==> config.mk <==
export PLATFORM = sky130hd
export DESIGN_NAME = mem_port_arbiter
export DESIGN_NICKNAME = d
export VERILOG_FILES = /design/src/common/rocc_dma_pkg.sv /design/src/mem_port/mem_port_arbiter.sv
export VERILOG_INCLUDE_DIRS = /design/src /design/src/common
export SDC_FILE = /design/constraint.sdc
export NUM_CORES = 1
export LEC_CHECK = 0
export BUFFER_PORTS_ARGS = -buffer_cell sky130_fd_sc_hd__buf_2
export CORE_AREA = 2 2 98 100
export DETAILED_ROUTE_END_ITERATION = 6
export DIE_AREA = 0 0 100 102
export PLACE_DENSITY = 0.53
export SYNTH_ARGS = -nofsm -noshare
export SYNTH_HDL_FRONTEND = slang
export SYNTH_SLANG_ARGS = --single-unit
==> constraint.sdc <==
create_clock -name clock -period 1.9 [get_ports clock]
set_clock_uncertainty 0.15 [all_clocks]
set_input_delay 0 -clock clock [delete_from_list [all_inputs] [get_ports clock]]
set_output_delay 0 -clock clock [all_outputs]
set_load 0.01 [all_outputs]
==> src/common/rocc_dma_config.svh <==
// opcode, funct codes, block lengths, tag limit and memory command macros
`ifndef ROCC_DMA_CONFIG_SVH
`define ROCC_DMA_CONFIG_SVH

// custom-0 major opcode
`define ROCC_OPCODE_CUSTOM0 7'h0b

// funct field of the accepted commands
`define FUNCT_SETTING 7'd0
`define FUNCT_LOAD    7'd1
`define FUNCT_STATUS  7'd2
`define FUNCT_STORE   7'd3

// words per block, short and long mode
`define SHORT_BEATS 128
`define LONG_BEATS  1024

// tag counter wraps to zero after this value
`define TAG_LAST 63

// memory request encodings
`define MEM_CMD_READ  5'd0
`define MEM_CMD_WRITE 5'd1
`define MEM_SIZE_WORD 2'd2

// byte step between consecutive words
`define WORD_BYTES 4

`endif

==> src/common/rocc_dma_pkg.sv <==
// shared vector typedefs, command and memory structs, transfer engine state enum
package rocc_dma_pkg;

  // widths with a meaning of their own
  typedef logic [31:0] word_t;
  typedef logic [31:0] addr_t;
  typedef logic [8:0]  tag_t;
  typedef logic [4:0]  mem_cmd_t;
  typedef logic [9:0]  beat_idx_t;
  typedef logic [6:0]  funct_t;
  typedef logic [4:0]  reg_idx_t;

  // instruction fields and source operands of one command
  typedef struct packed {
    logic [6:0] opcode;
    funct_t     funct;
    reg_idx_t   rd;
    logic       xd;
    word_t      rs1;
    word_t      rs2;
  } rocc_cmd_t;

  // one memory request beat
  typedef struct packed {
    addr_t      addr;
    tag_t       tag;
    mem_cmd_t   cmd;
    logic [1:0] size;
    word_t      data;
  } mem_req_t;

  // read data coming back, in request order
  typedef struct packed {
    tag_t  tag;
    word_t data;
  } mem_resp_t;

  // load engine skips the prefetch state
  typedef enum logic [1:0] {
    XFER_IDLE,
    XFER_PREFETCH,
    XFER_ACTIVE
  } xfer_state_t;

endpackage

==> src/mem_port/mem_port_arbiter.sv <==
// memory port arbiter, request select, tag counter, busy flag and interrupt
`timescale 1ns/100ps
`include "rocc_dma_config.svh"

module mem_port_arbiter
(
  input  logic                   clock,
  input  logic                   reset,
  input  logic                   load_req_valid,
  input  rocc_dma_pkg::mem_req_t load_req,
  input  logic                   store_req_valid,
  input  rocc_dma_pkg::mem_req_t store_req,
  input  logic                   mem_req_ready,
  input  logic                   load_done,
  input  logic                   store_done,
  input  logic                   load_start,
  input  logic                   store_start,
  output logic                   load_req_ready,
  output logic                   store_req_ready,
  output logic                   mem_req_valid,
  output rocc_dma_pkg::mem_req_t mem_req,
  output logic                   busy,
  output logic                   interrupt
);
  import rocc_dma_pkg::*;

  // 1 while the load engine owns the port
  logic sel_load;
  tag_t tag;

  assign mem_req_valid   = sel_load ? load_req_valid : store_req_valid;
  assign load_req_ready  = mem_req_ready && sel_load;
  assign store_req_ready = mem_req_ready && !sel_load;

  always_comb
  begin
    mem_req     = sel_load ? load_req : store_req;
    mem_req.tag = tag;
  end

  always_ff @(posedge clock or posedge reset)
  begin
    if (reset)
    begin
      sel_load  <= 1'b0;
      tag       <= '0;
      busy      <= 1'b0;
      interrupt <= 1'b0;
    end
    else
    begin
      if (load_start)
        sel_load <= 1'b1;
      else if (store_start)
        sel_load <= 1'b0;

      // fresh tag per transfer
      if (load_start || store_start)
      begin
        if (tag == tag_t'(`TAG_LAST))
          tag <= '0;
        else
          tag <= tag + 1'b1;
      end

      if (load_start || store_start)
        busy <= 1'b1;
      else if (load_done || store_done)
        busy <= 1'b0;

      interrupt <= load_done || store_done;
    end
  end

endmodule

## After elaboration in Yosys (flattened, before gate mapping)

Cells that the tools add are included.

| storage, ports and cells | value |
|---|---|
| register bits | 12 |
| input bits | 169 |
| logic and storage cells | 20 |

| cells by class | value |
|---|---|
| add/sub/neg operators | 1 |
| equality and inequality tests | 1 |
| mux-type cells | 7 |
| reductions and logical operators | 7 |

Operator list:

| kind | count |
|---|---|
| $mux W80 | 1 |
| $add A9 B1 Y9 const B | 1 |
| $eq A9 B6 Y1 const B | 1 |
| $mux W9 | 1 |
| $mux W1 | 5 |
| $reduce_bool A2 Y1 | 2 |
| $logic_and A1 B1 Y1 | 2 |
| $logic_or A1 B1 Y1 | 2 |
| $logic_not A1 Y1 | 1 |

## Depth between registers and ports, before layout

| logic depth | value |
|---|---|
| depth in word-level cells | 3 |
| mapped depth | 4 |
| depth with buffers taken out | 4 |

## Worst setup path after synthesis

Ideal clock, no wire load.

| timing path | value |
|---|---|
| kind | register to register |
| start point | reg tag[0] |
| end point | reg tag[6] |
| arrival time | 1.280 ns |
| data required time | 1.625 ns |
| path slack | 0.346 ns |
| stages on the path, launching flop included | 5 |
| clock period less this slack | 1.554 ns |
| cells stage by stage | dfrtp_1 ha_1 o2111ai_4 nor2_2 mux2_2 |

| on the way | value |
|---|---|
| longest elaborated chain between the ends | 2 |

Ends and longest elaborated chain:

| what | line | source |
|---|---|---|
| start, declared | mem_port_arbiter.sv:29 | `tag_t tag;` |
| start signal, assigned | mem_port_arbiter.sv:63 | `tag <= tag + 1'b1;` |
| $add A9 B1 Y9 / $eq A9 B6 Y1 (equally long branches) | mem_port_arbiter.sv:63, mem_port_arbiter.sv:60 |  |
| $mux W9 (*) | mem_port_arbiter.sv:60 | `` if (tag == tag_t'(`TAG_LAST)) `` |

Mark *: on every way between the ends. The rest lies on a longest branch, timed or not.
A chain may end at the register's enable or synchronous reset.

==> impl_metrics.env <==
export IMPL_min_path_cells=3
export IMPL_timing_rr_start="tag[0]$_DFFE_PP0P_"
export IMPL_p_per_area_mw_per_mm2=504
export IMPL_drt_iter0_markers=26
export IMPL_start_util_pct=15.7
export IMPL_r2r_setup_slack_ns=0.31
export IMPL_status="complete, no violations"
export IMPL_grt_antenna_before_repair=2
export IMPL_ys_warn_count=0
export IMPL_cap_violations=0
export IMPL_dr_pass1_iters=4
export IMPL_post_cts_buffers=0
export IMPL_r2r_cells=4
export IMPL_vias=1932
export IMPL_hold_buffers=6
export IMPL_seq_area_um2=302
export IMPL_syn2layout_area_growth_pct=98.0
export IMPL_fmax_mhz=598
export IMPL_ctsResizeCount=0
export IMPL_fin_util_pct=31.1
export IMPL_cts_clk_slew_worst_paths_ns=0.06
export IMPL_final_setup_viol_count=0
export IMPL_critPathMaxFanout=32
export IMPL_ios=254
export IMPL_finalNetCount=539
export IMPL_cp_end_kind="output pin"
export IMPL_cts_max_level=1
export IMPL_drc=0
export IMPL_rows=35
export IMPL_fillCellCount=979
export IMPL_multi_input_area_mm2=0.00107
export IMPL_die_area_mm2=0.0102
export IMPL_fp_coreArea_mm2=0.00911
export IMPL_synthArstFlopShare_pct=100
export IMPL_required_ns=1.75
export IMPL_cp_start_kind="flop"
export IMPL_grt_pass1_wl_um=8460
export IMPL_synth_cell_types=26
export IMPL_wire_per_inst_um=13.3
export IMPL_syn_area_per_cell_um2=11.1
export IMPL_routed_wl_um=6380
export IMPL_holdWs_ns=0.162
export IMPL_ys_ff_latch=12
export IMPL_postSynthCellCount=129
export IMPL_grt_max_degree=44
export IMPL_gr_usage_all_layers_pct=10.3
export IMPL_synth_top_cell_by_area="mux2_2"
export IMPL_grt_pass1_vias=1679
export IMPL_leakage_nw=1.54
export IMPL_die_w_um=100
export IMPL_syn_area_mm2=0.00143
export IMPL_grt_overflow=0
export IMPL_min_path_type="in -> out"
export IMPL_hold_violations=0
export IMPL_synth_edf_count=0
export IMPL_place_hpwl_um=5600
export IMPL_post_route_period_util_pct=88.1
export IMPL_clk_latency_ns=0.24
export IMPL_synth_most_common_cell="mux2_2"
export IMPL_gp_congestion=0.778
export IMPL_root_buffer="clkbuf_8"
export IMPL_worstHoldEndpoint="mem_req[50]"
export IMPL_avgViaCountPerCell=4.02
export IMPL_rsz0062_at_grt="no"
export IMPL_synthFlopType="dfrtp_1"
export IMPL_cts_sinks=12
export IMPL_cts_buffers=3
export IMPL_cts_tree="yes"
export IMPL_ant_nets=0
export IMPL_slew_violations=0
export IMPL_timing_setup_tns_ns=0
export IMPL_slew_headroom_pct=68.7
export IMPL_port_buffers=235
export IMPL_peakVddDrop_mv=0.494
export IMPL_worst_slew_pin_slew_ns=0.469
export IMPL_crit_type="reg -> out"
export IMPL_hold_start="store_req[50]"
export IMPL_ctsLongestPathBuffers=2
export IMPL_drive_above_1_share_pct=86.7
export IMPL_r2r_end="tag[6]$_DFFE_PP0P_"
export IMPL_yosysSeqAreaShare_pct=21.0
export IMPL_crit_arrival_ns=1.52
export IMPL_min_period_ns=1.67
export IMPL_synth_top_area_share_pct=58.3
export IMPL_fp_dieH_um=102
export IMPL_synth_area_leaders="mux2_2 (58%), dfrtp_1 (21%), buf_4 (2.6%), xnor2_1 (2.4%), o2111ai_4 (1.8%)"
export IMPL_syn_nets=299
export IMPL_synthTopCellsByCount="mux2_2 (74), dfrtp_1 (12), buf_4 (5), xnor2_1 (4)"
[worst max-delay path, stage by stage, from the launching register on]
cell and delay [ns]:
dfrtp_2 0.38, buf_4 0.36, mux2_2 0.39, buf_2 0.14
[layer usage]
metal	part of all wire, %	track usage (%)
met1	41	13.3
met2	51	18.5
met5	0	0
met4	0.24	2.63
met3	7.5	1.30
[logic make-up (layout without fill, tap and decap cells)]
kind of cell             count (synthesis)  after routing  synth area share [%]
multiplexers                            74             74                  58.3
AND/OR/NAND/NOR                         15             15                  5.60
flip-flops                              12             12                  21.0
AO/OA/AOI/OAI                           11             11                  6.74
buffers and inverters                   11            250                  4.46
XOR/XNOR                                 5              5                  3.06
adder cells (fa/ha/maj)                  1              1                 0.875
other                                    0              2                     0
[sequential cells by signal (all words and copies together) (netlist names)]
signal and count:
busy 1, interrupt 1, tag 9, sel_load 1
[power by group]
part	switching (mW)	internal, mW	total, mW
sequential	0.0811	0.312	0.393
clock	0.0905	0.147	0.238
combinational	0.344	0.450	0.795
[layout make-up]
type	count	share of cell area (%)
inverters	3	0.398
flip-flops and latches	12	10.6
diodes	2	0.177
clock buffers	4	1.59
repair buffers	243	44.6
well taps	111	4.90
multi-input cells	106	37.6
[through the flow]
stage / std cells / instance area [um^2] / power [mW] / setup WS [ns]
after floorplan: 129 / 1430 / 0.814 / 0.346
after CTS: 479 / 2830 / 1.44 / 0.216
final: 481 / 2830 / 1.43 / 0.226
after global placement: 469 / 2720 / 1.18 / 0.352
after detailed placement: 469 / 2720 / 1.19 / 0.320
after global routing: 480 / 2830 / 1.53 / 0.154
[cells in the final DEF (no fill, tap or decap), types with 2 or more instances in the layout]
cell type      synthesis  layout
o21ai_0                3       3
diode_2                0       2
inv_1                  3       3
nand2_1                3       3
dfrtp_1               12      11
nor2_1                 3       3
buf_2                  3     235
mux2_2                74      74
a21o_1                 2       2
dlygate4sd3_1          0       6
a21oi_1                2       2
xnor2_1                4       4
clkbuf_8               0       3
[worst max-delay path by stage]
stage / slack (ns) / to / depth (start not counted) / startpoint
4_1_cts: 0.22 / mem_req[68] / 3 / sel_load$_DFFE_PP0P_
3_3_place_gp: 0.35 / tag[6]$_DFFE_PP0P_ / 4 / tag[0]$_DFFE_PP0P_
6_report: 0.23 / mem_req[68] / 3 / sel_load$_DFFE_PP0P_
3_5_place_dp: 0.32 / tag[6]$_DFFE_PP0P_ / 4 / tag[0]$_DFFE_PP0P_
2_1_floorplan: 0.35 / tag[6]$_DFFE_PP0P_ / 4 / tag[0]$_DFFE_PP0P_
5_1_grt: 0.15 / mem_req[70] / 3 / sel_load$_DFFE_PP0P_
No activity file was read; power rests on OpenSTA's default activity.
