## src/common/rocc_dma_config.svh

```systemverilog
// opcode, funct codes, block lengths, tag limit and memory command macros
`ifndef ROCC_DMA_CONFIG_SVH
`define ROCC_DMA_CONFIG_SVH

// custom-0 major opcode
`define ROCC_OPCODE_CUSTOM0 7'h0b

// funct field of the accepted commands
`define FUNCT_SETTING 7'd0
`define FUNCT_LOAD    7'd1
`define FUNCT_STATUS  7'd2
`define FUNCT_STORE   7'd3

// words per block, short and long mode
`define SHORT_BEATS 128
`define LONG_BEATS  1024

// tag counter wraps to zero after this value
`define TAG_LAST 63

// memory request encodings
`define MEM_CMD_READ  5'd0
`define MEM_CMD_WRITE 5'd1
`define MEM_SIZE_WORD 2'd2

// byte step between consecutive words
`define WORD_BYTES 4

`endif

```

## src/common/rocc_dma_pkg.sv

```systemverilog
// shared vector typedefs, command and memory structs, transfer engine state enum
package rocc_dma_pkg;

  // widths with a meaning of their own
  typedef logic [31:0] word_t;
  typedef logic [31:0] addr_t;
  typedef logic [8:0]  tag_t;
  typedef logic [4:0]  mem_cmd_t;
  typedef logic [9:0]  beat_idx_t;
  typedef logic [6:0]  funct_t;
  typedef logic [4:0]  reg_idx_t;

  // instruction fields and source operands of one command
  typedef struct packed {
    logic [6:0] opcode;
    funct_t     funct;
    reg_idx_t   rd;
    logic       xd;
    word_t      rs1;
    word_t      rs2;
  } rocc_cmd_t;

  // one memory request beat
  typedef struct packed {
    addr_t      addr;
    tag_t       tag;
    mem_cmd_t   cmd;
    logic [1:0] size;
    word_t      data;
  } mem_req_t;

  // read data coming back, in request order
  typedef struct packed {
    tag_t  tag;
    word_t data;
  } mem_resp_t;

  // load engine skips the prefetch state
  typedef enum logic [1:0] {
    XFER_IDLE,
    XFER_PREFETCH,
    XFER_ACTIVE
  } xfer_state_t;

endpackage

```

## src/mem_port/load_engine.sv

```systemverilog
// load engine, read requests from memory and buffer fill from the responses
`timescale 1ns/100ps
`include "rocc_dma_config.svh"

module load_engine
(
  input  logic                    clock,
  input  logic                    reset,
  input  logic                    load_start,
  input  rocc_dma_pkg::addr_t     base_addr,
  input  logic                    long_mode,
  input  logic                    req_ready,
  input  logic                    mem_resp_valid,
  input  rocc_dma_pkg::mem_resp_t mem_resp,
  output logic                    req_valid,
  output rocc_dma_pkg::mem_req_t  req,
  output logic                    buf_we,
  output rocc_dma_pkg::beat_idx_t buf_waddr,
  output rocc_dma_pkg::word_t     buf_wdata,
  output logic                    done
);
  import rocc_dma_pkg::*;

  xfer_state_t state;
  addr_t       addr;
  logic        long_q;
  beat_idx_t   issue_cnt;
  beat_idx_t   resp_cnt;
  beat_idx_t   last_beat;
  logic        req_fire;
  logic        resp_fire;

  assign last_beat = long_q ? beat_idx_t'(`LONG_BEATS - 1) : beat_idx_t'(`SHORT_BEATS - 1);
  assign req_fire  = req_valid && req_ready;
  // memory only answers reads, so every response here is ours
  assign resp_fire = mem_resp_valid && (state == XFER_ACTIVE);

  // tag is filled in by the arbiter
  assign req = '{addr: addr, tag: '0, cmd: `MEM_CMD_READ, size: `MEM_SIZE_WORD, data: '0};

  assign buf_we    = resp_fire;
  assign buf_waddr = resp_cnt;
  assign buf_wdata = mem_resp.data;

  always_ff @(posedge clock or posedge reset)
  begin
    if (reset)
    begin
      state     <= XFER_IDLE;
      req_valid <= 1'b0;
      issue_cnt <= '0;
      resp_cnt  <= '0;
      done      <= 1'b0;
    end
    else
    begin
      done <= 1'b0;
      if (load_start)
      begin
        state     <= XFER_ACTIVE;
        req_valid <= 1'b1;
        issue_cnt <= '0;
        resp_cnt  <= '0;
      end
      else
      begin
        if (req_fire)
        begin
          issue_cnt <= issue_cnt + 1'b1;
          if (issue_cnt == last_beat)
            req_valid <= 1'b0;
        end
        if (resp_fire)
        begin
          resp_cnt <= resp_cnt + 1'b1;
          // last word written, transfer complete
          if (resp_cnt == last_beat)
          begin
            state <= XFER_IDLE;
            done  <= 1'b1;
          end
        end
      end
    end
  end

  // address and block length of the running transfer
  always_ff @(posedge clock)
  begin
    if (load_start)
    begin
      addr   <= base_addr;
      long_q <= long_mode;
    end
    else if (req_fire)
      addr <= addr + addr_t'(`WORD_BYTES);
  end

endmodule

```

## config.mk

```make
export PLATFORM = sky130hd
export DESIGN_NAME = load_engine
export DESIGN_NICKNAME = d
export VERILOG_FILES = /design/src/common/rocc_dma_pkg.sv /design/src/mem_port/load_engine.sv
export VERILOG_INCLUDE_DIRS = /design/src /design/src/common
export SDC_FILE = /design/constraint.sdc
export NUM_CORES = 1
export LEC_CHECK = 0
export ABC_AREA = 1
export BUFFER_PORTS_ARGS = -buffer_cell sky130_fd_sc_hd__buf_4
export CORE_MARGIN = 2
export CORE_UTILIZATION = 45
export DETAILED_ROUTE_END_ITERATION = 6
export PLACE_DENSITY = 0.79
export SYNTH_ARGS = -nofsm -noshare
export SYNTH_HDL_FRONTEND = slang
export SYNTH_SLANG_ARGS = --single-unit
export TNS_END_PERCENT = 50
```

## constraint.sdc

```tcl
create_clock -name clock -period 3.15 [get_ports clock]
set_clock_uncertainty 0.1 [all_clocks]
set_input_delay 0.4725 -clock clock [delete_from_list [all_inputs] [get_ports clock]]
set_output_delay 0.4725 -clock clock [all_outputs]
set_load 0.05 [all_outputs]
```

After elaboration in Yosys (flattened, before gate mapping)
Cells that the tools add are included.

storage, ports and cells
  bits in registers = 57
  bits of input ports = 79
  output and inout port bits = 125
  logic and storage cells = 37

operators by class
  $add $sub $neg = 3
  equality and inequality tests = 3
  multiplexer cells = 16
  reductions and logical operators = 8

operator list
  cell                                                              count
  32-bit two-way mux                                                2
  10-bit two-way mux                                                5
  32-bit by 3-bit adder with 32-bit output (second input constant)  1
  10-bit by 1-bit adder with 10-bit output (second input constant)  2
  10-bit equality test                                              2
  2-bit nonzero test                                                4
  1-bit two-way mux                                                 6
  2-bit two-way mux                                                 3
  2-bit AND reduction                                               2
  2-bit equality test (second input constant)                       1
  1-bit logical AND                                                 2

Longest topological paths before layout
  depth after elaboration = 5
  gate-level depth with buffers = 10
  gate-level depth less buffers = 10

Worst setup path after synthesis
No wires, ideal clock.

  path kind = register -> register
  start point = register req_valid
  end point = register addr[10] (enable)
  setup time = 0.385 ns
  arrival time = 1.636 ns
  data required time = 2.665 ns
  setup slack = 1.030 ns
  cell stages (with the launch flop) = 5
  buffers on the path = 0
  clock period less this slack = 2.120 ns
  cells stage by stage = dfrtp_1 > nand2_1 > inv_1 > nor2_1 > inv_1

on the way
  cells in the longest elaborated chain, start to end = 2

RTL lines
  element                              line               text
  start, declared                      load_engine.sv:15  output logic req_valid,
  start signal, assigned               load_engine.sv:50  req_valid <= 1'b0;
  start signal, assigned               load_engine.sv:61  req_valid <= 1'b1;
  start signal, assigned               load_engine.sv:71  req_valid <= 1'b0;
  1-bit logical AND                    load_engine.sv:34  assign req_fire = req_valid && req_ready;
  2-bit nonzero test (no source line)  -
  end signal, assigned                 load_engine.sv:92  addr <= base_addr;
  end signal, assigned                 load_engine.sv:96  addr <= addr + addr_t'(`WORD_BYTES);
  end, declared                        load_engine.sv:25  addr_t addr;

Every way passes these cells.
A chain may end at the register's enable or synchronous reset.

Worst setup path after layout
  start point = register addr[2]
  end point = register addr[22] (data pin)

on the way
  cells in the longest elaborated chain, start to end = 3

RTL lines
  element                                   line               text
  32-bit by 3-bit adder with 32-bit output  load_engine.sv:96
  32-bit two-way mux                        load_engine.sv:95  else if (req_fire)
  32-bit two-way mux                        load_engine.sv:90  if (load_start)

Every way passes these cells. The select of a mux whose other input is x is not followed.

==> metrics.md <==
| Metric | Value |
|---|---|
| Routed via count | roughly 3.4k |
| DR vias/cell | slightly below 5 |
| Sw Pwr | a little over 700 uW |
| Element type at the critical path end | flip-flop |
| Critical path arrival | approximately 1.9 ns |
| Nets | slightly below 700 |
| RSZ-0062 raised after global routing | false |
| CTS max path bufs | 2 |
| Chip width | between 90 and 100 um |
| DIE AREA | about 9600 um^2 |
| Total CTS buffers | 5 |
| Maxcap violations | 0 |
| Max IR drop VDD | between 0.0002 and 0.00025 V |
| DP Wirelength | 6797 um |
| CTS tree | built |
| CP Max Fanout | 5 |
| Crit path kind | reg -> reg |
| WL per Instance | 12.36 um |
| Register area | 1567 um^2 |
| Routability congestion estimate | around 0.9 |
| Total grt overflow | 0 |
| Netlist cell types | 29 |
| Total GRT Usage | 0.1825 |
| First-pass GRT wire length | 14640 um |
| Yosys warning count | 0 |
| Sw Ratio | 0.3821 |
| Post-route ant nets | 0 |
| Max Clock Freq | roughly 510 MHz |
| Placed cell areas | 4305 um^2 |
| DRT Pass-1 Iters | 5 |
| Initial core utilization | 0.4602 |
| Vias in the first global route | ~3.4k |
| Number of buffers added on ports | 82 |
| CTS sink count | 56 |
| R2R depth | 8 |
| H-tree depth | 2 |
| Ant. Diodes | 0 |
| Syn Std Cell Area | ~4000 um^2 |
| Setup TNS Final | 0 ns |
| Filler instances | between 800 and 900 |
| Clock share of power | 0.215 |
| Core Rows | 34 |
| Clock Latency Late Sink | 0.30 ns |
| Static Leak | 0.002149 uW |
| Pre-CTS setup slack | between 1 and 1.5 ns |
| Post-Synthesis Cells | between 500 and 600 |
| Largest net degree at the start of global routing | 50 |
| Worst Setup Start Kind | flip-flop |
| # IOs | between 200 and 250 |
| Most common cell after layout, fill and taps aside | nand2_1 |
| Post-cts gate resize count | 0 |
| Setup Buffers After CTS | 0 |
| Design Area, Final | approximately 4400 um^2 |
| Reg clk slew, reported paths | about 0.10 ns |
| Area Growth Syn to Fin | 10.06% |
| Final WL | roughly 8800 um |
| Count of final max-slew check failures | 0 |
| Iteration-0 DRC Markers | between 100 and 150 |
| Worst Max-Slew Pin Slew | 1.142 ns |
| Seq/Total Area, Yosys | 0.3922 |
| Part of the cycle the worst path needs | 0.6209 |
| Seq pwr share | 0.481 |
| Cell Pwr Density | between 400 and 500 nW/um^2 |
| Hold/Removal Path Class | in -> async |
| Initial antenna violation count | 0 |
| Residual DRC count | 0 |
| Status | complete, no violations |
| Die span in y | between 90 and 100 um |
| Synthesized area per cell | 7.222 um^2 |
| Multi-input logic area | between 1500 and 2000 um^2 |
| Final worst-path setup slack | approximately 1.2 ns |
| Commonest cells after routing, fill and taps aside | nand2_1, buf_4, nor2_1 |
| Share of cells above drive strength 1 | 0.1741 |
| Post-route insts no fill | ~700 |
| Worst hold margin | 0.2365 ns |
| Comb pwr share | 0.304 |
| Setup violations, final | 0 |
| R2R setup slack | about 1.2 ns |
| P_int | between 1000 and 1500 uW |
| Hold Fails Final Rpt | 0 |
| Crit path time final | 1.956 ns |
| R2r endpoint | addr[22] |
| CTS Hold Bufs | 0 |
| CTS Root Cell | clkbuf_8 |
| Data required time of the critical path | 3.11 ns |
| Placed Cells | ~700 |
| Yosys reg bits | 56 |
| Reg-to-reg startpoint | addr[2] |
| Core area | around 8700 um^2 |
| Slew Limit Headroom | 0.2376 |
-- state kept, by name (all words and copies together) (netlist names) --
register and count:
long_q 1, buf_waddr 10, addr 32, done 1
issue_cnt 10, state 1, req_valid 1
-- power by group through the flow --
stage / Combinational [uW] / Clock (uW) / Sequential (uW)
floorplan: 424 / 0 / 1070
global placement: 569 / 0 / 921
detailed placement: 576 / 0 / 923
CTS: 577 / 422 / 907
global route: 615 / 445 / 918
finish: 574 / 406 / 907
-- cell usage after synthesis --
master / count / area (um^2)
nor3b_1: 1 / 7.510
o21bai_1: 1 / 7.510
inv_1: 48 / 180.2
o21ai_0: 22 / 110.1
clkbuf_1: 5 / 18.77
buf_4: 80 / 600.6
nand2_1: 179 / 671.9
nor2_2: 6 / 37.54
nand4_1: 4 / 25.02
a21oi_1: 14 / 70.07
nor4_1: 1 / 6.260
nand3b_1: 1 / 7.510
xor2_1: 11 / 96.34
conb_1: 2 / 7.510
nor2_1: 66 / 247.7
xnor2_1: 1 / 8.760
a211oi_1: 1 / 7.510
nor3_1: 8 / 40.04
a31oi_1: 1 / 6.260
nor2_4: 2 / 22.52
or2_0: 1 / 6.260
buf_2: 3 / 15.01
nand3_1: 29 / 145.1
nand2_4: 1 / 11.26
dfrtp_1: 23 / 575.6
nand2_2: 4 / 25.02
edfxtp_1: 33 / 991.0
ha_1: 3 / 37.54
buf_1: 2 / 7.510
-- kinds of logic (layout without fill, tap and decap cells) --
logic type | count (synthesis) | count (layout) | share of synthesized area
adder cells (fa/ha/maj) | 3 | 3 | 0.009399
other | 2 | 48 | 0.001880
AO/OA/AOI/OAI | 39 | 39 | 0.05044
flip-flops | 56 | 56 | 0.3922
AND/OR/NAND/NOR | 303 | 303 | 0.3139
XOR/XNOR | 12 | 12 | 0.02632
buffers and inverters | 138 | 142 | 0.2058
-- stage by stage --
step,power [uW],util
2_1_floorplan,1491,-
6_report,1887,0.5065
3_5_place_dp,1499,0.4961
3_3_place_gp,1490,0.4961
5_1_grt,1977,0.5065
4_1_cts,1906,0.5065
-- worst max-delay path, cell delays in order, from the launching register on --
cell	delay, ns
edfxtp_1	0.47
ha_1	0.29
inv_1	0.11
nor2_2	0.20
nand2_2	0.14
nor2_1	0.15
nand3_1	0.08
nand3_1	0.09
nand2_1	0.07
-- final cells by class --
cell class | instances | share of cell area
clock buffer | 8 | 0.02050
inverter | 48 | 0.04099
multi-input combinational | 405 | 0.4045
sequential | 56 | 0.3564
tap | 108 | 0.03074
timing repair buffer | 86 | 0.1469
-- how the worst max path moves through the flow --
| stage | from | end | slack, ns |
|---|---|---|---|
| after floorplan | req_valid | addr[10] | 1.03 |
| after global placement | load_start | state[1] | 1.10 |
| after detailed placement | load_start | addr[25] | 1.07 |
| after CTS | addr[2] | addr[22] | 1.19 |
| after global routing | addr[2] | addr[22] | 0.98 |
| final | addr[2] | addr[22] | 1.19 |
-- layer usage --
metal  global-route usage  share of wire  vias to the layer above
met4              0.07165          0.022                        0
met5                    0              0                        -
met1               0.2117           0.39                     1558
met2               0.3272           0.50                      149
li1                     -              -                     1710
met3              0.04080          0.086                       17
Power figures use the tool's default switching activity.
