==> config.mk <==
export PLATFORM = sky130hd
export DESIGN_NAME = store_engine
export DESIGN_NICKNAME = d
export VERILOG_FILES = /design/src/common/rocc_dma_pkg.sv /design/src/mem_port/store_engine.sv
export VERILOG_INCLUDE_DIRS = /design/src /design/src/common
export SDC_FILE = /design/constraint.sdc
export NUM_CORES = 1
export LEC_CHECK = 0
export ABC_AREA = 1
export BUFFER_PORTS_ARGS = -buffer_cell sky130_fd_sc_hd__buf_2
export CAP_MARGIN = 20
export CORE_ASPECT_RATIO = 1.1
export CORE_UTILIZATION = 45
export CTS_BUF_LIST = sky130_fd_sc_hd__clkbuf_2
export CTS_CLUSTER_DIAMETER = 60
export DETAILED_ROUTE_END_ITERATION = 7
export PLACE_DENSITY_LB_ADDON = 0.3
export SYNTH_ARGS = -nofsm -noshare
export SYNTH_HDL_FRONTEND = slang
export SYNTH_SLANG_ARGS = --single-unit
==> constraint.sdc <==
create_clock -name clock -period 2 [get_ports clock]
set_clock_uncertainty 0.15 [all_clocks]
set_input_delay 0.4 -clock clock [delete_from_list [all_inputs] [get_ports clock]]
set_output_delay 0.4 -clock clock [all_outputs]
set_load 0.01 [all_outputs]
==> src/common/rocc_dma_config.svh <==
// opcode, funct codes, block lengths, tag limit and memory command macros
`ifndef ROCC_DMA_CONFIG_SVH
`define ROCC_DMA_CONFIG_SVH

// custom-0 major opcode
`define ROCC_OPCODE_CUSTOM0 7'h0b

// funct field of the accepted commands
`define FUNCT_SETTING 7'd0
`define FUNCT_LOAD    7'd1
`define FUNCT_STATUS  7'd2
`define FUNCT_STORE   7'd3

// words per block, short and long mode
`define SHORT_BEATS 128
`define LONG_BEATS  1024

// tag counter wraps to zero after this value
`define TAG_LAST 63

// memory request encodings
`define MEM_CMD_READ  5'd0
`define MEM_CMD_WRITE 5'd1
`define MEM_SIZE_WORD 2'd2

// byte step between consecutive words
`define WORD_BYTES 4

`endif

==> src/common/rocc_dma_pkg.sv <==
// shared vector typedefs, command and memory structs, transfer engine state enum
package rocc_dma_pkg;

  // widths with a meaning of their own
  typedef logic [31:0] word_t;
  typedef logic [31:0] addr_t;
  typedef logic [8:0]  tag_t;
  typedef logic [4:0]  mem_cmd_t;
  typedef logic [9:0]  beat_idx_t;
  typedef logic [6:0]  funct_t;
  typedef logic [4:0]  reg_idx_t;

  // instruction fields and source operands of one command
  typedef struct packed {
    logic [6:0] opcode;
    funct_t     funct;
    reg_idx_t   rd;
    logic       xd;
    word_t      rs1;
    word_t      rs2;
  } rocc_cmd_t;

  // one memory request beat
  typedef struct packed {
    addr_t      addr;
    tag_t       tag;
    mem_cmd_t   cmd;
    logic [1:0] size;
    word_t      data;
  } mem_req_t;

  // read data coming back, in request order
  typedef struct packed {
    tag_t  tag;
    word_t data;
  } mem_resp_t;

  // load engine skips the prefetch state
  typedef enum logic [1:0] {
    XFER_IDLE,
    XFER_PREFETCH,
    XFER_ACTIVE
  } xfer_state_t;

endpackage

==> src/mem_port/store_engine.sv <==
// store engine, buffer read-ahead and write requests to memory
`timescale 1ns/100ps
`include "rocc_dma_config.svh"

module store_engine
(
  input  logic                    clock,
  input  logic                    reset,
  input  logic                    store_start,
  input  rocc_dma_pkg::addr_t     base_addr,
  input  logic                    long_mode,
  input  logic                    req_ready,
  input  rocc_dma_pkg::word_t     buf_rdata,
  output logic                    req_valid,
  output rocc_dma_pkg::mem_req_t  req,
  output logic                    buf_re,
  output rocc_dma_pkg::beat_idx_t buf_raddr,
  output logic                    done
);
  import rocc_dma_pkg::*;

  xfer_state_t state;
  addr_t       addr;
  logic        long_q;
  beat_idx_t   beat_cnt;
  beat_idx_t   last_beat;
  logic        req_fire;
  logic        last_fire;

  assign last_beat = long_q ? beat_idx_t'(`LONG_BEATS - 1) : beat_idx_t'(`SHORT_BEATS - 1);
  assign req_fire  = req_valid && req_ready;
  assign last_fire = req_fire && (beat_cnt == last_beat);

  // word 0 in the prefetch cycle, then the word after the one just sent
  assign buf_re    = (state == XFER_PREFETCH) || (req_fire && !last_fire);
  assign buf_raddr = (state == XFER_PREFETCH) ? '0 : beat_idx_t'(beat_cnt + 1'b1);

  // buffer output only moves on a read, so data holds while stalled
  assign req = '{addr: addr, tag: '0, cmd: `MEM_CMD_WRITE, size: `MEM_SIZE_WORD,
                 data: buf_rdata};

  always_ff @(posedge clock or posedge reset)
  begin
    if (reset)
    begin
      state     <= XFER_IDLE;
      req_valid <= 1'b0;
      beat_cnt  <= '0;
      done      <= 1'b0;
    end
    else
    begin
      done <= 1'b0;
      case (state)
        XFER_IDLE:
        begin
          if (store_start)
          begin
            state    <= XFER_PREFETCH;
            beat_cnt <= '0;
          end
        end
        XFER_PREFETCH:
        begin
          state     <= XFER_ACTIVE;
          req_valid <= 1'b1;
        end
        default:
        begin
          if (req_fire)
            beat_cnt <= beat_cnt + 1'b1;
          if (last_fire)
          begin
            state     <= XFER_IDLE;
            req_valid <= 1'b0;
            done      <= 1'b1;
          end
        end
      endcase
    end
  end

  always_ff @(posedge clock)
  begin
    if (store_start)
    begin
      addr   <= base_addr;
      long_q <= long_mode;
    end
    else if (req_fire)
      addr <= addr + addr_t'(`WORD_BYTES);
  end

endmodule

== Word-level counts from Yosys, hierarchy flattened ==
Cells that the tools add are included.

* Output and inout port bits: 93
* Flip-flop bits (word level): 47
* Word-level logic and storage cells: 41

* Muxes and demuxes: 14
* $add $sub $neg: 2
* Bitwise logic cells: 2
* Reduce and logical (&&, ||, !) cells: 14
* Equal/unequal tests: 3

{| class="wikitable"
|+ Operator list
! kind !! count
|-
| $mux 32 || 2
|-
| $mux 10 || 4
|-
| $add 32x3->32 const B || 1
|-
| $pmux 10 s2 || 1
|-
| $add 10x1->10 const B || 1
|-
| $eq 10x10->1 || 1
|-
| $reduce_bool 2->1 || 3
|-
| $mux 2 || 2
|-
| $pmux 2 s2 || 1
|-
| $reduce_and 2->1 || 2
|-
| $logic_and 1x1->1 || 3
|-
| $mux 1 || 3
|-
| $reduce_and 3->1 || 1
|-
| $reduce_bool 3->1 || 1
|-
| $eq 2x1->1 const B || 1
|-
| $logic_not 2->1 || 1
|-
| $ne 2x2->1 const B || 1
|-
| $not 1->1 || 2
|-
| $pmux 1 s2 || 1
|-
| $reduce_or 2->1 || 1
|-
| $logic_not 1->1 || 1
|-
| $logic_or 1x1->1 || 1
|}

== Longest topological paths before layout ==
* Word-level depth: 6
* Depth in mapped cells: 10
* Gate-level depth less buffers: 10

== Least setup slack after synthesis ==
No wires, ideal clock.

* Path type: reg-to-reg
* Start: register addr[2]
* End: register addr[30], data pin
* Setup slack: 0.174 ns
* Data arrival time: 1.423 ns
* Data required time: 1.598 ns
* Stages on the path, launching flop included: 11
* Path through: edfxtp_1 -> ha_1 -> inv_2 -> nor2_4 -> nand2_4 -> nor2_2 -> nand2_1 -> nand2_1 -> nand2_1 -> nand2_1 -> nand2_1

* Longest elaborated chain between the ends: 3

{| class="wikitable"
|+ RTL lines
! what !! RTL line !! text
|-
| from (decl) || store_engine.sv:23 || <nowiki>addr_t addr;</nowiki>
|-
| from (signal assigned) || store_engine.sv:87 || <nowiki>addr <= base_addr;</nowiki>
|-
| from (signal assigned) || store_engine.sv:91 || <nowiki>addr <= addr + addr_t'(`WORD_BYTES);</nowiki>
|-
| $add 32x3->32 || store_engine.sv:91 ||
|-
| $mux 32 || store_engine.sv:90 || <nowiki>else if (req_fire)</nowiki>
|-
| $mux 32 || store_engine.sv:85 || <nowiki>if (store_start)</nowiki>
|}

Every way passes these cells. The select of a mux whose other input is x is not followed.
A chain may end at the register's enable or synchronous reset.

== Final worst setup path ==
* Start: register beat_cnt[0]
* End: output port buf_raddr[4]

* Longest elaborated chain between the ends: 2

{| class="wikitable"
|+ RTL lines
! what !! RTL line !! text
|-
| from (decl) || store_engine.sv:25 || <nowiki>beat_idx_t beat_cnt;</nowiki>
|-
| from (signal assigned) || store_engine.sv:71 || <nowiki>beat_cnt <= beat_cnt + 1'b1;</nowiki>
|-
| $add 10x1->10 || store_engine.sv:36 || <nowiki>assign buf_raddr = (state == XFER_PREFETCH) ? '0 : beat_idx_t'(beat_cnt + 1'b1);</nowiki>
|-
| $mux 10 || store_engine.sv:36 ||
|-
| to (decl) || store_engine.sv:17 || <nowiki>output rocc_dma_pkg::beat_idx_t buf_raddr,</nowiki>
|}

Every way passes these cells.

==> results by stage <==
Power and ir drop:
- The total power divided by cell area is around 700 mW/mm^2.
- The total leakage power is approximately 2.0 nW.
- The maximum vdd drop is 774 uV.

Setup path:
- In this run the critical register-to-register path is launched from beat_cnt[2].
- By startpoint and endpoint, the worst setup path is classified as reg2out.
- The source of the critical timing path is beat_cnt[0].
- The depth of the most critical reg-to-reg path is 10.
- The critical-path maximum fanout is 3.
- The worst setup path is captured at a primary output.
- The worst endpoint required time is 1.45 ns.
- The worst-case register-to-register setup slack is approximately 0.13 ns.
- For the worst setup path, the data arrival time is approximately 1.9 ns.
- The endpoint of the lowest-slack register-to-register path is beat_cnt[9].
- The worst setup path is launched from a flip-flop.

Floorplanning:
- The floorplan step defined a die boundary enclosing roughly 0.0080 sq mm.
- The core box area is roughly 0.0074 sq mm.
- The effective utilization at floorplan is 0.463.
- In this run the horizontal extent of the chip is 85.4 um.
- The initialized floorplan defines 33 standard-cell rows.
- The floorplan step set the die height to around 94 um.
- During I/O placement, the number of pins put on the boundary was ~160.

Status:
- The final reports fail on negative setup slack.
- The flow ran to the end, but the final reports show violations.

Worst hold path:
- The end point of the worst hold path is addr[0].
- Along the worst hold path, the cell count comes to 3.
- In this run the most critical hold path is launched from base_addr[0].
- The path class of the tightest hold or removal check is in2reg.

CTS:
- The number of levels in the clock H-tree is 2.
- The clock latency on the worst-skew pair is 0.45 ns.
- TritonCTS built the clock tree.
- After clock tree synthesis, the clock-pin slew on the worst setup and hold paths is between 0.2 and 0.3 ns.
- The buffer depth of the longest clock path is 2.
- The clock buffer count from CTS is 5.
- The clock root buffer master is clkbuf_2.
- The clock drives 47 sinks.

Global routing:
- Entering global routing, the biggest net connects 31 pins.
- Across every metal layer, demand over resource in global routing totals 0.217.
- For this run the aggregate overflow at the end of global routing stands at 0.
- The via count of the first global-routing pass is roughly 3,000.
- The number of antenna violations at the first check in global routing is 0.
- The first-pass GRT wire length is around 14,000 um.

Layout:
- Compared with the post-synthesis result, the final layout area differs by 17.4%.
- The final cell count without fillers is 641.
- The library cells used most frequently in the layout, excluding fill and tap cells, are 178 x nand2_1, 81 x buf_2, 45 x nor2_1.
- After the last flow step, the layout net total stands at 624.
- The final antenna diode count is 0.
- Leaving out fill and tap cells, the most frequent cell in the layout is nand2_1.
- The ratio of cells with drive above 1 in the final layout is 0.316.

Timing:
- The tightest hold margin is approximately 0.028 ns.
- Setup repair after global routing could not meet its margin everywhere.
- The fmax is a little over 0.4 GHz.
- The post-route minimum period is roughly 2.4 ns.
- The headroom to the max-slew limit is 0.631.
- The number of max-slew violations in the final report is 0.
- In the finished design, the share of the clock period the worst path needs comes to 1.20.
- Across all setup checks in the final design, the least slack found is -0.407 ns.
- Setup violations remaining at the end of the flow were counted as 10.
- The final count of hold timing violations came to 0.
- The slew at the pin with the worst max-slew slack is between 0.5 and 0.6 ns.

Drt:
- The first routing iteration left approximately 190 violations.
- Before antenna repair, the detailed router went through 4 iterations.
- The via density per instance is 4.95.
- In the final routed layout, each cell accounts on average for 13.6 um.
- The routed design has between 8000 and 9000 um of wire.
- The post-route antenna net violation count is 0.
- The post-route DRC violation count is 0.
- The overall via count from detail_route is between 3,000 and 4,000.

Synth:
- The number of cells produced by synthesis is between 400 and 500.
- The per-instance average area after synthesis is around 7.2 sq um.
- The synthesis-stage register bit count is 47.
- Of the synthesized area, sequential elements account for 0.390.
- The summed instance area of the synthesized netlist is between 0.003 and 0.004 sq mm.
- The count of unique library cells instantiated by Yosys is 30.
- For this run, the number of Yosys warnings is 0.

Placed design:
- After legalization and detailed placement, the total HPWL measured 6290 um.
- The number of cells in the design after placement is around 610.
- In this run the tool buffered the top-level ports with between 80 and 90 buffer cells.
- The global placement routability congestion is 0.893.

Run:
- The tool flagged a number of max-cap violations equal to 0.
==> critical path, cell delays in order (launching register included) <==
cell and delay (ns):
dfrtp_1 0.46, ha_2 0.22, nand2_4 0.07, buf_4 0.13
buf_6 0.10, o21ai_2 0.10, nand2_1 0.09, nor2_1 0.10
buf_2 0.13
==> synthesized netlist by cell type, drive strengths merged <==
library cell    n  area (sq um)
a21oi           6          30.0
clkbuf          2          7.51
nand4           3          18.8
xnor2           2          17.5
o22ai           6          37.5
dfrtp          14           350
o21ai          15          75.1
o21bai          2          15.0
edfxtp         33           991
clkinv          2          7.51
conb            2          7.51
or2             1          6.26
nand2         194           758
inv            43           161
a31oi           1          6.26
nand3          22           110
ha              2          25.0
xor2            9          78.8
nor3            2          26.3
nor2           65           329
buf            53           384
==> cell families (layout without fill, tap and decap cells) <==
logic type                 count (synthesis)  count (layout)  share of synthesized area
and+or+nand+nor                          287             287                      0.363
buffers and inverters                    100             161                      0.163
DFF                                       47              47                      0.390
AOI/OAI and AO/OA                         30              30                     0.0476
xor gates and xnor gates                  11              11                     0.0280
adders and majority gates                  2               2                    0.00727
other                                      2              16                    0.00218
==> worst max-delay path by stage <==
stage | end | slack (ns) | depth (start not counted)
floorplan | addr[30] | 0.17 | 10
global placement | buf_raddr[8] | 0.19 | 9
detailed placement | buf_raddr[8] | 0.16 | 9
CTS | buf_raddr[6] | -0.34 | 8
global route | buf_raddr[4] | -0.53 | 8
finish | buf_raddr[4] | -0.41 | 8
==> layout make-up <==
class / instances / area [sq um]
multi-input cells: 346 / 1700
repair buffers: 108 / 643
clock buffers: 5 / 25.0
well taps: 87 / 109
fillers: 714 / 3390
inverters: 45 / 176
clock inverters: 3 / 47.5
flip-flops and latches: 47 / 1340
==> power breakdown <==
part | switching, mW | total (mW) | internal, mW
registers | 0.148 | 1.34 | 1.19
clock network | 0.349 | 0.568 | 0.219
logic | 0.543 | 0.942 | 0.398
==> metrics by stage <==
step	util	instance area (sq um)	setup slack [ns]	setup TNS, ns	total power, mW
2_1_floorplan	-	3500	0.174	0	1.90
3_3_place_gp	0.495	3680	0.188	0	2.08
3_5_place_dp	0.495	3680	0.161	0	2.10
4_1_cts	0.527	3910	-0.339	-2.86	2.77
5_1_grt	0.544	4040	-0.525	-4.22	3.01
6_report	0.544	4040	-0.407	-3.01	2.85
==> metal layers <==
layer	vias up	wire length, um	GRT usage
li1	1580	-	-
met1	1468	3570	0.254
met2	116	4560	0.401
met3	12	473	0.0431
met4	0	131	0.0597
met5	-	0	0
==> state kept, by name, indices dropped and copies added (netlist names) <==
signal and flops:
long_q 1, done 1, addr 32, req_valid 1
state 2, beat_cnt 10
==> repair_timing <==
item,CTS,global route
buffers inserted,15,8
setup endpoints to repair,11,12
gates cloned,0,0
hold buffers,2,1
pin swaps,8,15
endpoints found under the hold margin,15,1
resized for setup,14,25
Power figures use the tool's default switching activity.
