## config.mk

```make
export PLATFORM = sky130hd
export DESIGN_NAME = cmd_decoder
export DESIGN_NICKNAME = d
export VERILOG_FILES = /design/src/common/rocc_dma_pkg.sv /design/src/cmd_decoder.sv
export VERILOG_INCLUDE_DIRS = /design/src /design/src/common
export SDC_FILE = /design/constraint.sdc
export NUM_CORES = 1
export LEC_CHECK = 0
export ABC_AREA = 1
export BUFFER_PORTS_ARGS = -buffer_cell sky130_fd_sc_hd__buf_2
export CORE_MARGIN = 5
export CORE_UTILIZATION = 38
export DETAILED_ROUTE_END_ITERATION = 10
export HOLD_SLACK_MARGIN = 0.1
export MAX_ROUTING_LAYER = met4
export PLACE_DENSITY_LB_ADDON = 0.3
export SLEW_MARGIN = 5
export SYNTH_ARGS = -nofsm -noshare
export SYNTH_HDL_FRONTEND = slang
export SYNTH_SLANG_ARGS = --single-unit
```

## constraint.sdc

```tcl
create_clock -name clock -period 2.3 [get_ports clock]
set_input_delay 0.345 -clock clock [delete_from_list [all_inputs] [get_ports clock]]
set_output_delay 0.345 -clock clock [all_outputs]
set_load 0.01 [all_outputs]
```

## src/common/rocc_dma_config.svh

```systemverilog
// opcode, funct codes, block lengths, tag limit and memory command macros
`ifndef ROCC_DMA_CONFIG_SVH
`define ROCC_DMA_CONFIG_SVH

// custom-0 major opcode
`define ROCC_OPCODE_CUSTOM0 7'h0b

// funct field of the accepted commands
`define FUNCT_SETTING 7'd0
`define FUNCT_LOAD    7'd1
`define FUNCT_STATUS  7'd2
`define FUNCT_STORE   7'd3

// words per block, short and long mode
`define SHORT_BEATS 128
`define LONG_BEATS  1024

// tag counter wraps to zero after this value
`define TAG_LAST 63

// memory request encodings
`define MEM_CMD_READ  5'd0
`define MEM_CMD_WRITE 5'd1
`define MEM_SIZE_WORD 2'd2

// byte step between consecutive words
`define WORD_BYTES 4

`endif

```

## src/common/rocc_dma_pkg.sv

```systemverilog
// shared vector typedefs, command and memory structs, transfer engine state enum
package rocc_dma_pkg;

  // widths with a meaning of their own
  typedef logic [31:0] word_t;
  typedef logic [31:0] addr_t;
  typedef logic [8:0]  tag_t;
  typedef logic [4:0]  mem_cmd_t;
  typedef logic [9:0]  beat_idx_t;
  typedef logic [6:0]  funct_t;
  typedef logic [4:0]  reg_idx_t;

  // instruction fields and source operands of one command
  typedef struct packed {
    logic [6:0] opcode;
    funct_t     funct;
    reg_idx_t   rd;
    logic       xd;
    word_t      rs1;
    word_t      rs2;
  } rocc_cmd_t;

  // one memory request beat
  typedef struct packed {
    addr_t      addr;
    tag_t       tag;
    mem_cmd_t   cmd;
    logic [1:0] size;
    word_t      data;
  } mem_req_t;

  // read data coming back, in request order
  typedef struct packed {
    tag_t  tag;
    word_t data;
  } mem_resp_t;

  // load engine skips the prefetch state
  typedef enum logic [1:0] {
    XFER_IDLE,
    XFER_PREFETCH,
    XFER_ACTIVE
  } xfer_state_t;

endpackage

```

## src/cmd_decoder.sv

```systemverilog
// command decode, block length setting, transfer launch and response register
`timescale 1ns/100ps
`include "rocc_dma_config.svh"

module cmd_decoder
(
  input  logic                    clock,
  input  logic                    reset,
  input  logic                    cmd_valid,
  input  rocc_dma_pkg::rocc_cmd_t cmd,
  input  logic                    busy,
  input  logic                    resp_ready,
  output logic                    cmd_ready,
  output logic                    resp_valid,
  output rocc_dma_pkg::reg_idx_t  resp_rd,
  output rocc_dma_pkg::word_t     resp_data,
  output logic                    load_start,
  output logic                    store_start,
  output rocc_dma_pkg::addr_t     base_addr,
  output logic                    long_mode
);
  import rocc_dma_pkg::*;

  logic  is_custom0;
  logic  busy_now;
  logic  launch_load;
  logic  launch_store;
  word_t beat_count;
  word_t resp_next;

  // commands are never back-pressured
  assign cmd_ready = 1'b1;

  assign is_custom0 = cmd_valid && (cmd.opcode == `ROCC_OPCODE_CUSTOM0);

  // arbiter busy lags the start pulse, so cover that gap here
  assign busy_now = busy || load_start || store_start;

  assign launch_load  = is_custom0 && (cmd.funct == `FUNCT_LOAD) && !busy_now;
  assign launch_store = is_custom0 && (cmd.funct == `FUNCT_STORE) && !busy_now;

  assign beat_count = long_mode ? word_t'(`LONG_BEATS) : word_t'(`SHORT_BEATS);

  always_comb
  begin
    resp_next = '0;
    if (is_custom0)
    begin
      case (cmd.funct)
        `FUNCT_SETTING: resp_next = word_t'(cmd.rd);
        `FUNCT_STATUS:  resp_next = {30'd0, long_mode, busy_now};
        `FUNCT_LOAD:    resp_next = launch_load ? beat_count : '0;
        `FUNCT_STORE:   resp_next = launch_store ? beat_count : '0;
        default:        resp_next = '0;
      endcase
    end
  end

  // block length setting and one-cycle start pulses
  always_ff @(posedge clock or posedge reset)
  begin
    if (reset)
    begin
      long_mode   <= 1'b0;
      load_start  <= 1'b0;
      store_start <= 1'b0;
    end
    else
    begin
      if (is_custom0 && (cmd.funct == `FUNCT_SETTING))
        long_mode <= cmd.rs1[0];
      load_start  <= launch_load;
      store_start <= launch_store;
    end
  end

  // base address held for the engines while they run
  always_ff @(posedge clock)
  begin
    if (launch_load || launch_store)
      base_addr <= cmd.rs1;
  end

  // response stays up until the core takes it
  always_ff @(posedge clock or posedge reset)
  begin
    if (reset)
      resp_valid <= 1'b0;
    else if (cmd_valid && cmd.xd)
      resp_valid <= 1'b1;
    else if (resp_ready)
      resp_valid <= 1'b0;
  end

  always_ff @(posedge clock)
  begin
    if (cmd_valid && cmd.xd)
    begin
      resp_rd   <= cmd.rd;
      resp_data <= resp_next;
    end
  end

endmodule

```

==> Yosys cells after proc, flatten, opt, wreduce, memory -nomap -nowiden <==
Index checks and enable logic that the tools add are counted.
{ "op_classes": {"n_eq_ne": 4, "mux": 6, "n_reduce_logical": 13} }
{ "ops": {"columns": ["cell", "n"], "rows": [
  ["$pmux 11 s4", 1],
  ["$mux 11", 3],
  ["$eq 7x2->1 const B", 2],
  ["$eq 7x1->1 const B", 1],
  ["$eq 7x4->1 const B", 1],
  ["$logic_and 1x1->1", 7],
  ["$logic_not 7->1", 1],
  ["$logic_or 1x1->1", 3],
  ["$mux 1", 2],
  ["$reduce_bool 2->1", 1],
  ["$logic_not 1->1", 1]
]} }
{ "totals": {"reg_bits": 73, "in_bits": 89, "elab_cells": 30} }

==> Depth between registers and ports, before layout <==
Gate-level depths: netlist of the first run.
{ "logic_depth": {"depth_word": 6, "ltp_mapped": 8, "depth_no_buf": 8} }

==> Least setup slack after synthesis of the first run <==
OpenSTA, ideal clock, no wires.
{ "synth_timing": {"kind": "input-to-reg", "from": "input port cmd[83] in the netlist's numbering", "to": "register base_addr[0], enable pin", "t_arrival_ns": 1.452, "required_time_ns": 1.913, "path_slack_ns": 0.462, "cell_stages": 7, "path_buffers": 0, "cell_sequence": "inv_1 nand2_1 nor2_1 nand2_1 nor2_1 o21ai_1 inv_1"} }
{ "synth_via": {"elab_chain_cells": 5} }
{ "synth_rtl": {"columns": ["item", "line_no", "rtl"], "rows": [
  ["start, declared", "cmd_decoder.sv:10", "input rocc_dma_pkg::rocc_cmd_t cmd,"],
  ["$eq 7x4->1 (no line) (*)", null, null],
  ["$logic_and 1x1->1 (*)", "cmd_decoder.sv:34", "assign is_custom0 = cmd_valid && (cmd.opcode == `ROCC_OPCODE_CUSTOM0);"],
  ["$logic_and 1x1->1, on equally long branches (2 in a row)", "cmd_decoder.sv:39, cmd_decoder.sv:40", null],
  ["$logic_or 1x1->1 (*)", "cmd_decoder.sv:80", "if (launch_load || launch_store)"],
  ["end signal, assigned", "cmd_decoder.sv:81", "base_addr <= cmd.rs1;"],
  ["end, declared", "cmd_decoder.sv:19", "output rocc_dma_pkg::addr_t base_addr,"]
]} }
Mark *: on every way between the ends. The rest lies on a longest branch, timed or not.
A chain may end at the register's enable or synchronous reset.

==> Final worst setup path of the first run <==
{ "layout_timing": {"from": "register load_start", "to": "register base_addr[25], enable pin"} }
{ "layout_via": {"elab_chain_cells": 5} }
{ "layout_rtl": {"columns": ["item", "line_no", "rtl"], "rows": [
  ["start, declared", "cmd_decoder.sv:17", "output logic load_start,"],
  ["start signal, assigned", "cmd_decoder.sv:72", "load_start <= launch_load;"],
  ["$logic_or 1x1->1 (*) (2 in a row)", "cmd_decoder.sv:37", "assign busy_now = busy || load_start || store_start;"],
  ["$logic_not 1->1 (*)", "cmd_decoder.sv:39, cmd_decoder.sv:40", null],
  ["$logic_and 1x1->1, on equally long branches", "cmd_decoder.sv:39, cmd_decoder.sv:40", null],
  ["$logic_or 1x1->1 (*)", "cmd_decoder.sv:80", null]
]} }
Marked as above.

==> results.py, run 1 <==
metrics = {
    "floorplanning": {
        "die_h_um": 81.9,
        "die_w_um": 81.9,
        "initial_core_util_pct": 38.7,
        "core_um2": 5070,
        "rows": 26,
        "io_pins": 163,
        "dieArea_um2": 6700,
    },
    "cells_and_area": {
        "syn2layout_area_growth_pct": 32.4,
        "finalNetCount": 354,
        "antenna_cells": 0,
        "drive_gt1_share_pct": 45.9,
        "fillers": 474,
    },
    "cts": {
        "cts_hold_buffers": 1,
        "cts-root-buf": "clkbuf_8",
        "htreeDepth": 2,
        "cts_setup_buffers": 0,
        "cts_tree": "built",
        "path_clk_slew_ns": 0.09,
        "clkLatencyLatePin_ns": 0.30,
        "cts_resized": 0,
        "clkSinkCount": 48,
        "cts_buffer_depth": 2,
        "numCtsBuffers": 5,
    },
    "hold_path": {
        "min_path_type": "in2reg",
    },
    "drt": {
        "wl_met2_mm": 1.82,
        "antenna_left": 0,
        "wl_mm": 3.82,
        "drt_iter0_drc": 60,
        "viasPerCell": 3.86,
        "top_layer": "met4",
        "wl_per_cell_um": 11.4,
        "met1_length_mm": 1.38,
        "first_pass_iters": 4,
        "drc": 0,
        "via_count": 1297,
        "wl_met3_um": 578,
    },
    "synth": {
        "synthAdderAreaFrac_pct": 0,
        "synth_enable_flop_cells": 44,
        "yosysMostFrequentCell": "edfxtp_1",
        "yosysTopAreaCell": "edfxtp_1",
        "synth.top_cells.by_count": "edfxtp_1, buf_4, inv_1, nand2_1, nor2_1",
        "synth-compound-area-share_pct": 0.510,
        "ys_seq_elements": 48,
        "ys_seq_area_share_pct": 72.4,
        "synthXorXnorAreaFrac_pct": 0,
        "synth.distinct_cells": 14,
        "synth_flop_cell": "edfxtp_1",
        "synth_area_um2": 1960,
        "synth_top_area_share_pct": 67.3,
        "synth_mux_area_share_pct": 0,
        "synth-simple-area-share_pct": 12.4,
        "yosys-top-cells-area": "edfxtp_1, buf_4, dfrtp_1",
        "synthCells": 154,
        "avgSynthCellArea_um2": 12.7,
        "ys_async_sr_fraction_pct": 8.33,
        "synth_top_family_by_area": "buffers and inverters",
        "ys_warn_count": 0,
    },
    "critical_path": {
        "setup.worst_path.end_class": "flip-flop",
        "cpMaxStageDelayCell": "dfrtp_1",
        "cpMostUsedCell": "nor2_1",
        "critical-path-max-stage-delay_ns": 0.39,
        "crit_fanout": 32,
        "critPathRequiredTime_ns": 2.26,
        "worstPathCellList": "nor2_1 -> nand2_1 -> nor2_1 -> o21ai_1 -> inv_1 -> buf_4",
        "critPathKind": "reg2reg",
        "start_kind": "flip-flop",
        "cp.arrival_ns": 1.56,
    },
    "placement": {
        "gp_congestion": 0.692,
        "hpwl_mm": 3.09,
        "dp_slack_ns": 0.503,
        "io_buffer_count": 104,
    },
    "timing": {
        "finClkSkew_ns": 0.00924,
        "hold_viol_final": 0,
        "setup_viol": 0,
        "fin_setup_tns_ns": 0,
        "fin_ws_ns": 0.706,
        "rsz0062_at_grt": "no",
        "max_freq_ghz": 0.627,
        "min_period_over_period_pct": 69.3,
        "slew_viol_final": 0,
        "fin_crit_ns": 1.59,
    },
    "global_routing": {
        "grt_max_degree": 33,
        "grtUsageTotal_pct": 11.3,
        "antenna_found_initial": 0,
        "grt-ovfl-total": 0,
        "grt_pass1_vias": 1214,
        "grt_pass1_wl_mm": 5.37,
    },
    "outcome": {
        "status": "finished, final reports clean",
    },
    "power": {
        "power.leakage_nw": 1.21,
        "p_per_area_nw_per_um2": 651,
        "ir_drop_mv": 0.258,
    },
    "run": {
        "max_cap_violations": 0,
    },
}
-- worst max-delay path, delay by kind of cell, from the launching register on --
kind                   cells  cell delay (ns)
buffers and inverters      2             0.41
flip-flops                 1             0.39
AND/OR/NAND/NOR            3             0.31
AO/OA/AOI/OAI              1             0.12
-- layout by cell type, fill, tap and decap left out --
cell type / instances
dlygate4sd3_1: 1
edfxtp_1: 44
conb_1: 26
buf_4: 1
nand2_4: 1
nor2_4: 3
nand3_1: 1
nor2_1: 20
clkbuf_8: 5
nand2_2: 2
inv_1: 23
nand2_1: 23
o21ai_1: 1
bufinv_16: 1
dfrtp_1: 4
inv_6: 1
clkinvlp_4: 1
nor2_2: 3
o21ai_0: 1
buf_2: 104
-- final cells by class --
cell class	count	area (um2)	share of cell area (%)
sequential	48	1420	54.7
timing repair buffer	106	538	20.7
multi-input combinational	81	350	13.5
tap	70	87.6	3.37
inverter	23	86.3	3.32
clock buffer	5	68.8	2.65
clock inverter	3	46.3	1.78
-- state kept, by name, indices dropped and copies added (netlist names) --
register,flops
resp_rd,5
long_mode,1
resp_valid,1
resp_data,7
store_start,1
base_addr,32
load_start,1
-- cell families (layout without fill, tap and decap cells) --
family / count (synthesis) / count (layout)
simple gates: 53 / 53
buf+inv: 49 / 137
flops: 48 / 48
other cells: 2 / 26
compound gates: 2 / 2
-- routing by layer --
layer | track usage, % | vias up
li1 | - | 653
met1 | 11.8 | 557
met2 | 18.9 | 82
met3 | 4.71 | 5
met4 | 4.49 | 0
met5 | - | -
-- worst paths after layout --
path,slack (ns),from,depth (start not counted),to
max in group asynchronous,1.68,reset,3,long_mode
setup reg to reg,0.71,load_start,6,base_addr[25]
hold reg to reg,0.53,resp_valid,2,resp_valid
min in group asynchronous,0.47,reset,3,resp_valid
setup / recovery,0.71,load_start,6,base_addr[25]
hold / removal,0.21,cmd[35],1,base_addr[3]
-- power by group --
part	switching, mW	internal (mW)
Clock	0.284	0.327
Combinational	0.0650	0.0493
Sequential	0.00307	0.963
Total	0.352	1.34
-- per-stage QoR --
step	std cells	total power [mW]	hold WS (ns)	instance area (um2)	utilization (%)
after CTS	336	1.71	0.200	2600	51.2
after global placement	327	1.10	0.234	2470	48.7
after floorplan	178	1.07	0.111	2050	-
after global routing	336	1.77	0.189	2600	51.2
after detailed placement	327	1.10	0.240	2470	48.7
final	336	1.69	0.211	2600	51.2
Power figures use the tool's default switching activity.
==> inputs of run 2 (changes only) <==
Settings changed: ABC_AREA 1 to 0, CORE_UTILIZATION 38 to 37.
Clock period 2.3 ns to 1.5 ns, I/O delays scaled along.
==> run 2 against run 1 <==
Effect of this change: register-to-register slack worse by 0.54 ns; clock power up 27%; via count up 0.93%; wire length up 15%; largest cell class unchanged.
==> results.py, run 2 <==
metrics = {
    "timing": {
        "min_period_over_period_pct": 88.7,
        "worstMarginPinSlew_ns": 0.598,
        "fin_crit_ns": 1.33,
        "relSlewSlack_pct": 60.2,
        "slew_viol_final": 0,
        "rsz0062_at_grt": "no",
        "fin_setup_tns_ns": 0,
        "finClkSkew_ns": 0.00646,
        "max_freq_ghz": 0.752,
        "setup_viol": 0,
        "hold_viol_final": 0,
    },
    "global_routing": {
        "grt_pass1_wl_mm": 6.39,
        "antenna_found_initial": 0,
        "grt-ovfl-total": 0,
        "grt_pass1_vias": 1407,
        "grtUsageTotal_pct": 13.4,
        "grt_max_degree": 18,
    },
    "synth": {
        "yosys-top-cells-area": "edfxtp_1, buf_4, dfrtp_1",
        "synth_enable_flop_cells": 44,
        "ys_seq_elements": 48,
        "synth.top_cells.by_count": "edfxtp_1, buf_4, nor3_1",
        "synth_area_um2": 1840,
        "ys_async_sr_fraction_pct": 8.33,
        "synth_flop_cell": "edfxtp_1",
        "yosysTopAreaCell": "edfxtp_1",
        "synth.distinct_cells": 20,
        "synthCells": 106,
        "ys_seq_area_share_pct": 77.2,
        "avgSynthCellArea_um2": 17.4,
        "synth_top_area_share_pct": 71.7,
        "ys_warn_count": 0,
        "yosysMostFrequentCell": "edfxtp_1",
    },
    "drt": {
        "drt_iter0_drc": 31,
        "wl_per_cell_um": 13.7,
        "viasPerCell": 4.09,
        "via_count": 1309,
        "drc": 0,
        "wl_mm": 4.39,
        "antenna_left": 0,
        "first_pass_iters": 4,
    },
    "cts": {
        "path_clk_slew_ns": 0.09,
        "cts_buffer_depth": 2,
        "cts_tree": "built",
        "htreeDepth": 2,
        "cts_setup_buffers": 0,
        "cts_resized": 0,
        "numCtsBuffers": 5,
        "clkSinkCount": 48,
        "clkLatencyLatePin_ns": 0.29,
        "cts-root-buf": "clkbuf_8",
    },
    "critical_path": {
        "cpMaxStageDelayCell": "dfrtp_1",
        "cp.arrival_ns": 1.33,
        "worstPathCellList": "nor3_2 -> nand2_1 -> nor2_4 -> buf_12",
        "critical-path-max-stage-delay_ns": 0.40,
        "start_kind": "flip-flop",
        "path_delay_family": "simple AND/OR/NAND/NOR gates",
        "critPathRequiredTime_ns": 1.50,
        "crit_buf_inv": 1,
        "setup.worst_path.end_class": "flip-flop",
        "critPathKind": "reg2reg",
        "crit_fanout": 17,
    },
    "cells_and_area": {
        "final_common_cell": "buf_2",
        "drive_gt1_share_pct": 49.0,
        "finalNetCount": 341,
        "fillers": 383,
        "reg_top3": "base_addr: 32 flops, resp_data: 7 flops, resp_rd: 5 flops",
        "final_core_util_pct": 59.1,
        "syn2layout_area_growth_pct": 53.6,
        "largest-register": "base_addr",
        "fin_cells": 320,
        "largest_reg_flops": 32,
        "antenna_cells": 0,
        "final_cell_mix": "buf_2, edfxtp_1, dlygate4sd3_1",
    },
    "power": {
        "p_int_mw": 1.99,
        "ir_drop_mv": 0.479,
        "power.switching_mw": 0.519,
        "sequentialPowerShare_pct": 59.3,
        "swShare_pct": 20.7,
        "combPwrFrac_pct": 9.7,
        "p_per_area_nw_per_um2": 886,
        "clkPwrFrac_pct": 31.1,
        "power.leakage_nw": 1.24,
        "finalPower_mw": 2.51,
    },
    "outcome": {
        "status": "finished, final reports clean",
    },
    "run": {
        "max_cap_violations": 0,
    },
    "floorplanning": {
        "rows": 25,
        "die_h_um": 80.6,
        "core_um2": 4790,
        "dieArea_um2": 6490,
        "io_pins": 163,
        "initial_core_util_pct": 38.5,
        "die_w_um": 80.6,
    },
    "placement": {
        "gp_congestion": 0.771,
        "io_buffer_count": 104,
        "hpwl_mm": 3.23,
        "dp.cells": 281,
    },
    "hold_path": {
        "min_path_type": "in2reg",
    },
}
-- run 2: path summary, 6_finish.rpt --
| kind | depth (start not counted) | slack (ns) | start | to |
|---|---|---|---|---|
| min in group asynchronous | 3 | 0.35 | reset | long_mode |
| setup reg to reg | 4 | 0.17 | load_start | base_addr[15] |
| hold / removal | 1 | 0.12 | cmd[69] | resp_rd[4] |
| setup / recovery | 4 | 0.17 | load_start | base_addr[15] |
| hold reg to reg | 1 | 0.49 | resp_valid | resp_valid |
| max in group asynchronous | 3 | 0.99 | reset | store_start |
-- run 2: routing by layer --
metal | vias up | global-route usage (%) | wire length [um]
met5 | - | - | 0
met4 | 0 | 5.24 | 44
met3 | 4 | 5.04 | 585
met2 | 91 | 23.0 | 2130
met1 | 592 | 13.9 | 1630
li1 | 622 | - | -
-- run 2: power groups by stage --
| stage | clock network [mW] | logic, mW | registers (mW) |
|---|---|---|---|
| after global placement | 0 | 0.172 | 1.51 |
| after detailed placement | 0 | 0.177 | 1.52 |
| final | 0.779 | 0.242 | 1.48 |
| after CTS | 0.821 | 0.237 | 1.49 |
| after global routing | 0.864 | 0.266 | 1.49 |
| after floorplan | 0 | 0.103 | 1.53 |
-- run 2: final cells by class --
| cell class | instances | area [um2] | share of cell area, % |
|---|---|---|---|
| multi-input combinational | 52 | 313 | 11.1 |
| timing repair buffer | 141 | 901 | 31.8 |
| inverter | 4 | 15.0 | 0.531 |
| sequential | 48 | 1420 | 50.2 |
| clock inverter | 1 | 8.76 | 0.310 |
| clock buffer | 7 | 86.3 | 3.05 |
| tap | 67 | 83.8 | 2.96 |
-- run 2: timing repair --
| item | in CTS | in global routing |
|---|---|---|
| hold buffers | 29 | 2 |
| endpoints found under the hold margin | 32 | 2 |
| setup endpoints to repair | 0 | 0 |
-- run 2: kinds of logic after synthesis --
logic type / synth area share, %
AOI/OAI and AO/OA: 1.22
and+or+nand+nor: 8.63
other: 0.408
buffers and inverters: 11.4
muxes: 1.15
DFF: 77.2
-- run 2: stage by stage --
| step | hold WS, ns | area, um2 | setup slack, ns |
|---|---|---|---|
| global placement | 0.121 | 2420 | -0.0139 |
| CTS | 0.101 | 2810 | 0.154 |
| finish | 0.118 | 2830 | 0.170 |
| global route | 0.0992 | 2830 | 0.0987 |
| detailed placement | 0.119 | 2420 | -0.00858 |
| floorplan | -0.00892 | 1940 | -0.148 |
